File: src/lcd_pkg.sv
package lcd_pkg;

	// timing base, kept small for simulation
	localparam int CLK_PER_US = 2;

	localparam int T_POWERUP_US = 500;
	localparam int T_PULSE_US = 10;               // init enable width
	localparam int T_INIT_FUNC_US = 0;
	localparam int T_INIT_DISP_US = 60;
	localparam int T_INIT_CLR_US = 120;
	localparam int T_INIT_ENTRY_US = 330;
	localparam int T_INIT_DONE_US = 440;

	localparam int T_CMD_SETUP_US = 1;            // rs/rw/data ahead of e
	localparam int T_CMD_HIGH_US = 13;
	localparam int T_CMD_TOTAL_US = 50;           // pop to next pop

	localparam int CFG_W = 7;                     // lines, font, on, cursor, blink, inc, shift
	localparam int CMD_W = 10;                    // rs, rw, data byte
	localparam int FIFO_DEPTH = 4;
	localparam int CNT_W = 3;
	localparam int PTR_W = $clog2(FIFO_DEPTH);
	localparam int TIMER_W = $clog2(T_POWERUP_US * CLK_PER_US + 1);

	localparam logic [3:0] ADDR_CONFIG = 4'h0;
	localparam logic [3:0] ADDR_CMD = 4'h4;
	localparam logic [3:0] ADDR_STATUS = 4'h8;

	localparam logic [1:0] RESP_OKAY = 2'b00;
	localparam logic [1:0] RESP_SLVERR = 2'b10;

	// lcd_ctrl states
	localparam logic [1:0] ST_POWERUP = 2'd0;
	localparam logic [1:0] ST_WAIT_CFG = 2'd1;
	localparam logic [1:0] ST_INIT = 2'd2;
	localparam logic [1:0] ST_READY = 2'd3;

endpackage

File: src/lcd_axil_regs.sv
module lcd_axil_regs
	import lcd_pkg::*;
(
	input  logic             clk,
	input  logic             rst_n,
	input  logic [3:0]       s_awaddr,
	input  logic             s_awvalid,
	output logic             s_awready,
	input  logic [31:0]      s_wdata,
	input  logic             s_wvalid,
	output logic             s_wready,
	output logic [1:0]       s_bresp,
	output logic             s_bvalid,
	input  logic             s_bready,
	input  logic [3:0]       s_araddr,
	input  logic             s_arvalid,
	output logic             s_arready,
	output logic [31:0]      s_rdata,
	output logic [1:0]       s_rresp,
	output logic             s_rvalid,
	input  logic             s_rready,
	output logic             push,
	output logic [CMD_W-1:0] push_data,
	input  logic             fifo_full,
	input  logic [CNT_W-1:0] fifo_count,
	output logic [CFG_W-1:0] cfg,
	output logic             init_start,
	input  logic             cfg_ready,
	input  logic             init_done,
	input  logic             busy
);

	logic        wr_take;
	logic        rd_take;
	logic        cfg_ok;
	logic        cmd_ok;
	logic [31:0] rd_word;
	logic        rd_hit;

	// address and data accepted together, one outstanding response
	assign wr_take = s_awvalid && s_wvalid && !s_bvalid;
	assign s_awready = wr_take;
	assign s_wready = wr_take;

	assign cfg_ok = cfg_ready && (fifo_count == '0);
	assign cmd_ok = init_done && !fifo_full;     // only overflow guard in the design

	assign push = wr_take && (s_awaddr == ADDR_CMD) && cmd_ok;
	assign push_data = s_wdata[CMD_W-1:0];

	always_ff @(posedge clk) begin
		if (!rst_n) begin
			s_bvalid <= 1'b0;
			cfg <= '0;
			init_start <= 1'b0;
		end else begin
			init_start <= 1'b0;
			if (s_bvalid && s_bready)
				s_bvalid <= 1'b0;
			if (wr_take) begin
				s_bvalid <= 1'b1;
				if ((s_awaddr == ADDR_CONFIG) && cfg_ok) begin
					cfg <= s_wdata[CFG_W-1:0];
					init_start <= 1'b1;   // one cycle kick to lcd_ctrl
				end
			end
		end
	end

	always_ff @(posedge clk) begin
		if (wr_take) begin
			case (s_awaddr)
				ADDR_CONFIG: s_bresp <= cfg_ok ? RESP_OKAY : RESP_SLVERR;
				ADDR_CMD:    s_bresp <= cmd_ok ? RESP_OKAY : RESP_SLVERR;
				default:     s_bresp <= RESP_SLVERR;
			endcase
		end
	end

	assign s_arready = !s_rvalid;
	assign rd_take = s_arvalid && !s_rvalid;

	always_comb begin
		rd_word = '0;
		rd_hit = 1'b1;
		case (s_araddr)
			ADDR_CONFIG: rd_word = {{(32-CFG_W){1'b0}}, cfg};
			ADDR_STATUS: rd_word = {{(28-CNT_W){1'b0}}, fifo_count, 1'b0,
				fifo_full, init_done, busy};   // count sits at 6:4
			default:     rd_hit = 1'b0;
		endcase
	end

	always_ff @(posedge clk) begin
		if (!rst_n)
			s_rvalid <= 1'b0;
		else if (rd_take)
			s_rvalid <= 1'b1;
		else if (s_rready)
			s_rvalid <= 1'b0;
	end

	always_ff @(posedge clk) begin
		if (rd_take) begin
			s_rdata <= rd_word;
			s_rresp <= rd_hit ? RESP_OKAY : RESP_SLVERR;
		end
	end

endmodule

File: src/lcd_cmd_fifo.sv
module lcd_cmd_fifo
	import lcd_pkg::*;
(
	input  logic             clk,
	input  logic             rst_n,
	input  logic             push,
	input  logic [CMD_W-1:0] push_data,
	input  logic             pop,
	output logic [CMD_W-1:0] head,
	output logic             empty,
	output logic             full,
	output logic [CNT_W-1:0] count
);

	logic [CMD_W-1:0] mem [FIFO_DEPTH];
	logic [PTR_W-1:0] wr_ptr;
	logic [PTR_W-1:0] rd_ptr;

	// oldest entry visible without a read cycle
	assign head = mem[rd_ptr];
	assign empty = (count == '0);
	assign full = (count == CNT_W'(FIFO_DEPTH));

	always_ff @(posedge clk) begin
		if (push)
			mem[wr_ptr] <= push_data;
	end

	always_ff @(posedge clk) begin
		if (!rst_n) begin
			wr_ptr <= '0;
			rd_ptr <= '0;
			count <= '0;
		end else begin
			if (push)
				wr_ptr <= wr_ptr + 1'b1;   // depth is a power of two, wraps
			if (pop)
				rd_ptr <= rd_ptr + 1'b1;
			case ({push, pop})
				2'b10:   count <= count + 1'b1;
				2'b01:   count <= count - 1'b1;
				default: count <= count;
			endcase
		end
	end

endmodule

File: src/lcd_ctrl.sv
module lcd_ctrl
	import lcd_pkg::*;
(
	input  logic             clk,
	input  logic             rst_n,
	input  logic [CFG_W-1:0] cfg,
	input  logic             init_start,
	input  logic [CMD_W-1:0] head,
	input  logic             empty,
	output logic             pop,
	output logic             cfg_ready,
	output logic             init_done,
	output logic             busy,
	output logic             lcd_e,
	output logic             lcd_rs,
	output logic             lcd_rw,
	output logic [7:0]       lcd_data
);

	logic [1:0]         state;
	logic [TIMER_W-1:0] cnt;
	logic               active;     // a command window is running
	logic [CMD_W-1:0]   cmd_q;
	logic               init_e;
	logic [7:0]         init_byte;
	logic               cmd_e;

	// microseconds to clock cycles
	function automatic logic [TIMER_W-1:0] us(input int t_us);
		us = TIMER_W'(t_us * CLK_PER_US);
	endfunction

	function automatic logic in_win(input logic [TIMER_W-1:0] t, input int start_us,
			input int len_us);
		in_win = (t >= us(start_us)) && (t < us(start_us + len_us));
	endfunction

	assign pop = (state == ST_READY) && !active && !init_start && !empty;
	assign cfg_ready = (state == ST_WAIT_CFG) || ((state == ST_READY) && !active);
	assign busy = (state == ST_POWERUP) || (state == ST_INIT) || active || pop;

	always_ff @(posedge clk) begin
		if (!rst_n) begin
			state <= ST_POWERUP;
			cnt <= '0;
			init_done <= 1'b0;
			active <= 1'b0;
		end else begin
			case (state)
				ST_POWERUP: begin
					if (cnt == us(T_POWERUP_US) - 1'b1) begin
						state <= ST_WAIT_CFG;
						cnt <= '0;
					end else begin
						cnt <= cnt + 1'b1;
					end
				end
				ST_WAIT_CFG: begin
					if (init_start) begin
						state <= ST_INIT;
						cnt <= '0;
					end
				end
				ST_INIT: begin
					if (cnt == us(T_INIT_DONE_US) - 1'b1) begin
						state <= ST_READY;
						cnt <= '0;
						init_done <= 1'b1;
					end else begin
						cnt <= cnt + 1'b1;
					end
				end
				default: begin   // ST_READY
					if (active) begin
						// pop cycle plus this window spans the full command time
						if (cnt == us(T_CMD_TOTAL_US) - 2'd2) begin
							active <= 1'b0;
							cnt <= '0;
						end else begin
							cnt <= cnt + 1'b1;
						end
					end else if (init_start) begin
						state <= ST_INIT;   // reconfigure from idle
						cnt <= '0;
						init_done <= 1'b0;
					end else if (pop) begin
						active <= 1'b1;
						cnt <= '0;
					end
				end
			endcase
		end
	end

	always_ff @(posedge clk) begin
		if (pop)
			cmd_q <= head;
	end

	// four init writes, data zero between pulses
	always_comb begin
		init_e = 1'b1;
		init_byte = 8'h00;
		if (in_win(cnt, T_INIT_FUNC_US, T_PULSE_US))
			init_byte = {4'b0011, cfg[6], cfg[5], 2'b00};
		else if (in_win(cnt, T_INIT_DISP_US, T_PULSE_US))
			init_byte = {5'b00001, cfg[4], cfg[3], cfg[2]};
		else if (in_win(cnt, T_INIT_CLR_US, T_PULSE_US))
			init_byte = 8'h01;
		else if (in_win(cnt, T_INIT_ENTRY_US, T_PULSE_US))
			init_byte = {6'b000001, cfg[1], cfg[0]};
		else
			init_e = 1'b0;
	end

	assign cmd_e = in_win(cnt, T_CMD_SETUP_US, T_CMD_HIGH_US);

	always_comb begin
		lcd_e = 1'b0;
		lcd_rs = 1'b0;
		lcd_rw = 1'b0;
		lcd_data = 8'h00;
		if (state == ST_INIT) begin
			lcd_e = init_e;
			lcd_data = init_byte;
		end else if (active) begin
			lcd_e = cmd_e;
			lcd_rs = cmd_q[CMD_W-1];
			lcd_rw = cmd_q[CMD_W-2];
			lcd_data = cmd_q[7:0];   // held across the whole window
		end
	end

endmodule

File: src/lcd_sys.sv
module lcd_sys
	import lcd_pkg::*;
(
	input  logic        clk,
	input  logic        rst_n,
	input  logic [3:0]  s_awaddr,
	input  logic        s_awvalid,
	output logic        s_awready,
	input  logic [31:0] s_wdata,
	input  logic        s_wvalid,
	output logic        s_wready,
	output logic [1:0]  s_bresp,
	output logic        s_bvalid,
	input  logic        s_bready,
	input  logic [3:0]  s_araddr,
	input  logic        s_arvalid,
	output logic        s_arready,
	output logic [31:0] s_rdata,
	output logic [1:0]  s_rresp,
	output logic        s_rvalid,
	input  logic        s_rready,
	output logic        lcd_e,
	output logic        lcd_rs,
	output logic        lcd_rw,
	output logic [7:0]  lcd_data
);

	logic             push;
	logic [CMD_W-1:0] push_data;
	logic             pop;
	logic [CMD_W-1:0] head;
	logic             empty;
	logic             fifo_full;
	logic [CNT_W-1:0] fifo_count;
	logic [CFG_W-1:0] cfg;
	logic             init_start;
	logic             cfg_ready;
	logic             init_done;
	logic             busy;

	lcd_axil_regs u_regs (.*);

	lcd_cmd_fifo u_fifo (.clk, .rst_n, .push, .push_data, .pop, .head, .empty,
		.full(fifo_full), .count(fifo_count));

	lcd_ctrl u_ctrl (.clk, .rst_n, .cfg, .init_start, .head, .empty, .pop, .cfg_ready,
		.init_done, .busy, .lcd_e, .lcd_rs, .lcd_rw, .lcd_data);

endmodule

File: config.mk
export PLATFORM = sky130hd
export DESIGN_NAME = lcd_sys
export DESIGN_NICKNAME = d
export VERILOG_FILES = /design/src/lcd_pkg.sv /design/src/lcd_axil_regs.sv /design/src/lcd_cmd_fifo.sv /design/src/lcd_ctrl.sv /design/src/lcd_sys.sv
export SDC_FILE = /design/constraint.sdc
export NUM_CORES = 1
export LEC_CHECK = 0
export BUFFER_PORTS_ARGS = -buffer_cell sky130_fd_sc_hd__buf_2
export CAP_MARGIN = 0
export CORE_ASPECT_RATIO = 2
export CORE_MARGIN = 8
export CORE_UTILIZATION = 55
export CTS_BUF_LIST = sky130_fd_sc_hd__clkbuf_8
export DETAILED_ROUTE_END_ITERATION = 12
export GPL_TIMING_DRIVEN = 1
export PLACE_DENSITY = 0.84
export SYNTH_ARGS = -nofsm -noshare
export SYNTH_HDL_FRONTEND = slang
export SYNTH_SLANG_ARGS = --single-unit
export TNS_END_PERCENT = 1
File: constraint.sdc
create_clock -name clk -period 6.3 [get_ports clk]
set_input_delay 0 -clock clk [delete_from_list [all_inputs] [get_ports clk]]
set_output_delay 0 -clock clk [all_outputs]
set_load 0.03 [all_outputs]
---- Word level (Yosys, flattened, before mapping) ----
Memories as Yosys holds them, arrays and structs flattened. A register that Yosys moved wholly into a read port is not among the register bits.
Cells that the tools add are included.
word-level totals
  output and inout port bits .............. 52
  memories kept ........................... 1
  memory bits (writable) .................. 40
  register bits after elaboration ......... 67
  logic and storage cells ................. 142
  bits of input ports ..................... 47
memory list
  memory      depth  width  read ports  clocked after memory_dff  write ports  line                source
  u_fifo.mem  4      10     1           1                         1            lcd_cmd_fifo.sv:15  logic [CMD_W-1:0] mem [FIFO_DEPTH];
cells by class
  bitwise gates (word level) .............. 1
  equal/unequal tests ..................... 16
  mux-type cells .......................... 51
  add/sub/neg operators ................... 5
  reduce and logical (&&, ||, !) cells .... 44
  magnitude comparators ................... 10
operators by type and width
  cell                                                                                  count
  10-bit two-way mux                                                                    7
  8-bit two-way mux                                                                     5
  10-bit case mux with 3 select lines                                                   1
  1-bit two-way mux                                                                     25
  10-bit == test, second input constant                                                 2
  10-bit by 5-bit < comparator with 1-bit output, second input constant                 2
  1-bit logical AND                                                                     17
  2-bit two-way mux                                                                     7
  7-bit case mux with 2 select lines                                                    1
  10-bit by 1-bit adder with 10-bit output, second input constant                       1
  10-bit by 7-bit == test with 1-bit output, second input constant                      1
  10-bit by 1-bit greater-or-equal comparator with 1-bit output, second input constant  1
  10-bit greater-or-equal comparator, second input constant                             1
  10-bit by 2-bit greater-or-equal comparator with 1-bit output, second input constant  1
  10-bit by 7-bit greater-or-equal comparator with 1-bit output, second input constant  1
  10-bit by 8-bit greater-or-equal comparator with 1-bit output, second input constant  1
  10-bit < comparator, second input constant                                            1
  10-bit by 8-bit < comparator with 1-bit output, second input constant                 1
  10-bit by 9-bit < comparator with 1-bit output, second input constant                 1
  4-bit logical NOT                                                                     2
  2-bit inequality test, second input constant                                          4
  2-bit nonzero test                                                                    4
  2-bit == test, second input constant                                                  3
  1-bit logical NOT                                                                     6
  other kinds (23)                                                                      31

---- Depth between registers and ports, before layout ----
  word-level depth ........................ 8
  mapped depth ............................ 10
  depth with buffers taken out ............ 10

---- By module ----
From an unflattened synthesis, not the netlist that was laid out.
second synthesis, totals
  cells, all modules ...................... 365
  area total of the unflattened synthesis .. 4,377.9 um^2
by module, submodules not included
  module         area each (um^2)  instances  cells each
  lcd_cmd_fifo   1,893.1           1          98
  lcd_ctrl       1,373.8           1          153
  lcd_axil_regs  1,111.1           1          114

---- Worst setup path before layout ----
OpenSTA, ideal clock, no wires.
  path type ............................... reg2reg
  start ................................... register u_ctrl.state[0]
  end ..................................... register u_fifo.count[2]
  stages on the path, launching flop included .. 11
  arrival ................................. 2.473 ns
  slack ................................... 3.757 ns
  cell sequence ........................... dfxtp_1 > clkbuf_1 > nor4bb_1 > nand2_1 > inv_1 > ha_1 > inv_1 > fa_1 > xor2_1 > or3_1 > a21oi_1
between the ends
  longest elaborated chain between the ends .. 6
ends and longest elaborated chain
  element                                                                           line                source
  start, declared                                                                   lcd_ctrl.sv:20      logic [1:0] state;
  start signal, assigned                                                            lcd_ctrl.sv:44      state <= ST_POWERUP;
  start signal, assigned                                                            lcd_ctrl.sv:52      state <= ST_WAIT_CFG;
  start signal, assigned                                                            lcd_ctrl.sv:60      state <= ST_INIT;
  2-bit == test *                                                                   lcd_ctrl.sv:38      assign pop = (state == ST_READY) && !active && !init_start && !empty;
  1-bit logical AND * (3 in a row)                                                  lcd_ctrl.sv:38
  2-bit by 1-bit == test with 1-bit output / 2-bit == test (equally long branches)  lcd_cmd_fifo.sv:39  case ({push, pop})
  3-bit case mux with 2 select lines / 2-bit nonzero test (equally long branches)   n/a
  end signal, assigned                                                              lcd_cmd_fifo.sv:40  2'b10: count <= count + 1'b1;
  end signal, assigned                                                              lcd_cmd_fifo.sv:41  2'b01: count <= count - 1'b1;
  end signal, assigned                                                              lcd_cmd_fifo.sv:42  default: count <= count;
  end, declared                                                                     lcd_cmd_fifo.sv:12  output logic [CNT_W-1:0] count
Mark *: on every way between the ends. The rest lies on a longest branch, timed or not.
A chain may end at the register's enable or synchronous reset.

---- Worst setup path after layout ----
Same ends and word-level chain as after synthesis.

==> impl_metrics.ini <==
[run_status]
status = completed

[yosys]
yosysTopAreaCell = edfxtp_1
yosysUniqueCellTypes = 60
netlist_top_cells_area = edfxtp_1 (41%), dfxtp_1 (14%), mux4_2 (5.2%), buf_4 (4.9%), mux2i_1 (3.5%)
ys.flop_type = edfxtp_1
yosysSeqAreaShare = 0.5568
syn_area_per_cell_um2 = 11.90
synth-seq-cells = 90
netlist_instances = 361
synth_top_cell_area_share = 0.4123
synthesis.area_um2 = 4297
synth-edff-count = 59
ys_warn_count = 0
async_flop_share = 0

[routing]
routed_wl_mm = 8.632
drt_iter0_drc = 180
vias = 2862
drt_first_pass_iters = 4
wl_per_cell_um = 16.73
via_per_inst = 5.547
drc = 0
antenna_left = 0

[clock_tree]
clkSinkCount = 90
htreeDepth = 3
hold_buffers = 19
cts_tree = yes
postCtsResizedCells = 0
cts_buffer_depth = 2
postCtsSetupBuffers = 0
clk_pin_slew_ns = 0.08
clock_latency_ns = 0.36
root_buffer = clkbuf_8
cts_buffers = 9

[power_and_ir_drop]
power_density_nw_per_um2 = 223.6
total_power_mw = 1.079
ir_drop_uv = 152.8
leakage_nw = 1.746

[place]
routabilityCongestion = 0.8665
placed_area_um2 = 4449
dp_hpwl_mm = 6.547
post-place-ws_ns = 3.511
portBuffers = 49

[timing]
finClkSkew_ns = 0.007983
timing.fmax_mhz = 352.4
period_needed_ns = 2.838
fin_ws_ns = 3.462
setup_viol = 0
setup_tns_ns = 0
finalHoldViolCount = 0
period_share = 0.4505
relSlewSlack = 0.2887
final-max-slew-violation-count = 0
tightest_slew_ns = 1.067
rsz0062_at_grt = no

[cells_and_area]
nets = 473
final_area_um2 = 4825
antenna-diode-count = 0
drive_above_1_share = 0.2062
final.fill_count = 607
fin_util = 0.6347
area_growth_pct = 12.29
mostFrequentLayoutCells = edfxtp_1 (59), buf_2 (49), nor2_1 (35)
layout_commonest_cell = edfxtp_1

[critical_path]
critPathMaxFanout = 13
cp_data_arrival_time_ns = 3.11
critPathRequiredTime_ns = 6.57
criticalPathCategory = flop to flop
critPathLaunchType = flop
critPathCaptureType = flop

[grt]
grt-ovfl-total = 0
antenna_found_initial = 0
grt_pass1_wl_mm = 13.66
track_usage = 0.1582
grt_pass1_vias = 2899
grt_start_max_net_pins = 28

[hold_path]
hp-class = input pin to flop

[floorplan]
io_pins = 99
die_area_um2 = 11070
initial_core_util = 0.5653
die_height_um = 141.0
fp.dieW_um = 78.50
core-area_um2 = 7601
fp-row-count = 45

[job]
maxCapViolCount = 0
cells in the mapped netlist, drive strengths merged (7+ instances only):
cell,number
ha,8
a21oi,9
buf,38
nor2,35
nand3,10
nand2,24
mux4,10
and3,7
edfxtp,59
dfxtp,31
inv,13
mux2i,15
clkbuf,11
nor3,8
and2,9
power by group:
part / leakage [nW] / switching (mW) / internal, mW
Clock: 0.100 / 0.193 / 0.179
Sequential: 0.784 / 0.00446 / 0.631
Combinational: 0.862 / 0.0505 / 0.0217
final cells by class:
type                    instances  area (um2)  share of cell area
well taps                      94       117.6             0.02438
clock buffers                   9       123.9             0.02567
multi-input cells             234        1642              0.3402
clock inverters                 7       61.31             0.01271
inverters                      14       52.55             0.01089
flip-flops and latches         90        2392              0.4958
repair buffers                 68       435.4             0.09025
logic make-up after synthesis:
family	count (synthesis)	share of synthesized area
buffers and inverters	63	0.08387
flip-flops	90	0.5568
other	1	0.0008728
AND/OR/NAND/NOR	127	0.1642
multiplexers	25	0.08736
AO/OA/AOI/OAI	39	0.06465
adder cells (fa/ha/maj)	9	0.02796
XOR/XNOR	7	0.01427
stage by stage:
step	hold slack [ns]	cells
global placement	0.1888	481
detailed placement	0.1978	481
global route	0.06477	516
finish	0.06876	516
floorplan	0.09887	387
CTS	0.04783	516
sequential cells by signal (all words and copies together) (netlist names):
name / flops
u_fifo.mem: 40
u_ctrl.cmd_q: 10
u_ctrl.cnt: 10
u_regs.cfg: 7
u_regs.s_rdata: 7
u_fifo.count: 3
u_ctrl.state: 2
u_fifo.rd_ptr: 2
u_fifo.wr_ptr: 2
u_ctrl.active: 1
u_ctrl.init_done: 1
u_regs.init_start: 1
u_regs.s_bresp: 1
u_regs.s_bvalid: 1
u_regs.s_rresp: 1
u_regs.s_rvalid: 1
final timing paths:
| kind | start | to | slack, ns | cells past startpoint |
|---|---|---|---|---|
| setup / recovery | u_ctrl.state[0]$_SDFFE_PN0P_ | u_fifo.count[2]$_SDFFE_PN0P_ | 3.46 | 9 |
| hold / removal | s_awaddr[2] | u_regs.init_start$_SDFF_PN0_ | 0.07 | 3 |
| setup reg to reg | u_ctrl.state[0]$_SDFFE_PN0P_ | u_fifo.count[2]$_SDFFE_PN0P_ | 3.46 | 9 |
| hold reg to reg | u_fifo.count[2]$_SDFFE_PN0P_ | u_fifo.count[2]$_SDFFE_PN0P_ | 0.56 | 2 |
worst max-delay path, stage by stage, from the launching register on:
cell and delay, ns:
dfxtp_1 0.54, nor4bb_1 0.32, nand2_1 0.14, inv_1 0.41, ha_1 0.29, inv_1 0.07
fa_1 0.38, xor2_1 0.16, or3_1 0.31, a21oi_1 0.14
layer usage:
metal	share of wire	track usage
met3	0.063	0.04586
met2	0.56	0.2954
met1	0.35	0.1418
met5	0	0
met4	0.028	0.09538
Power figures use the tool's default switching activity.
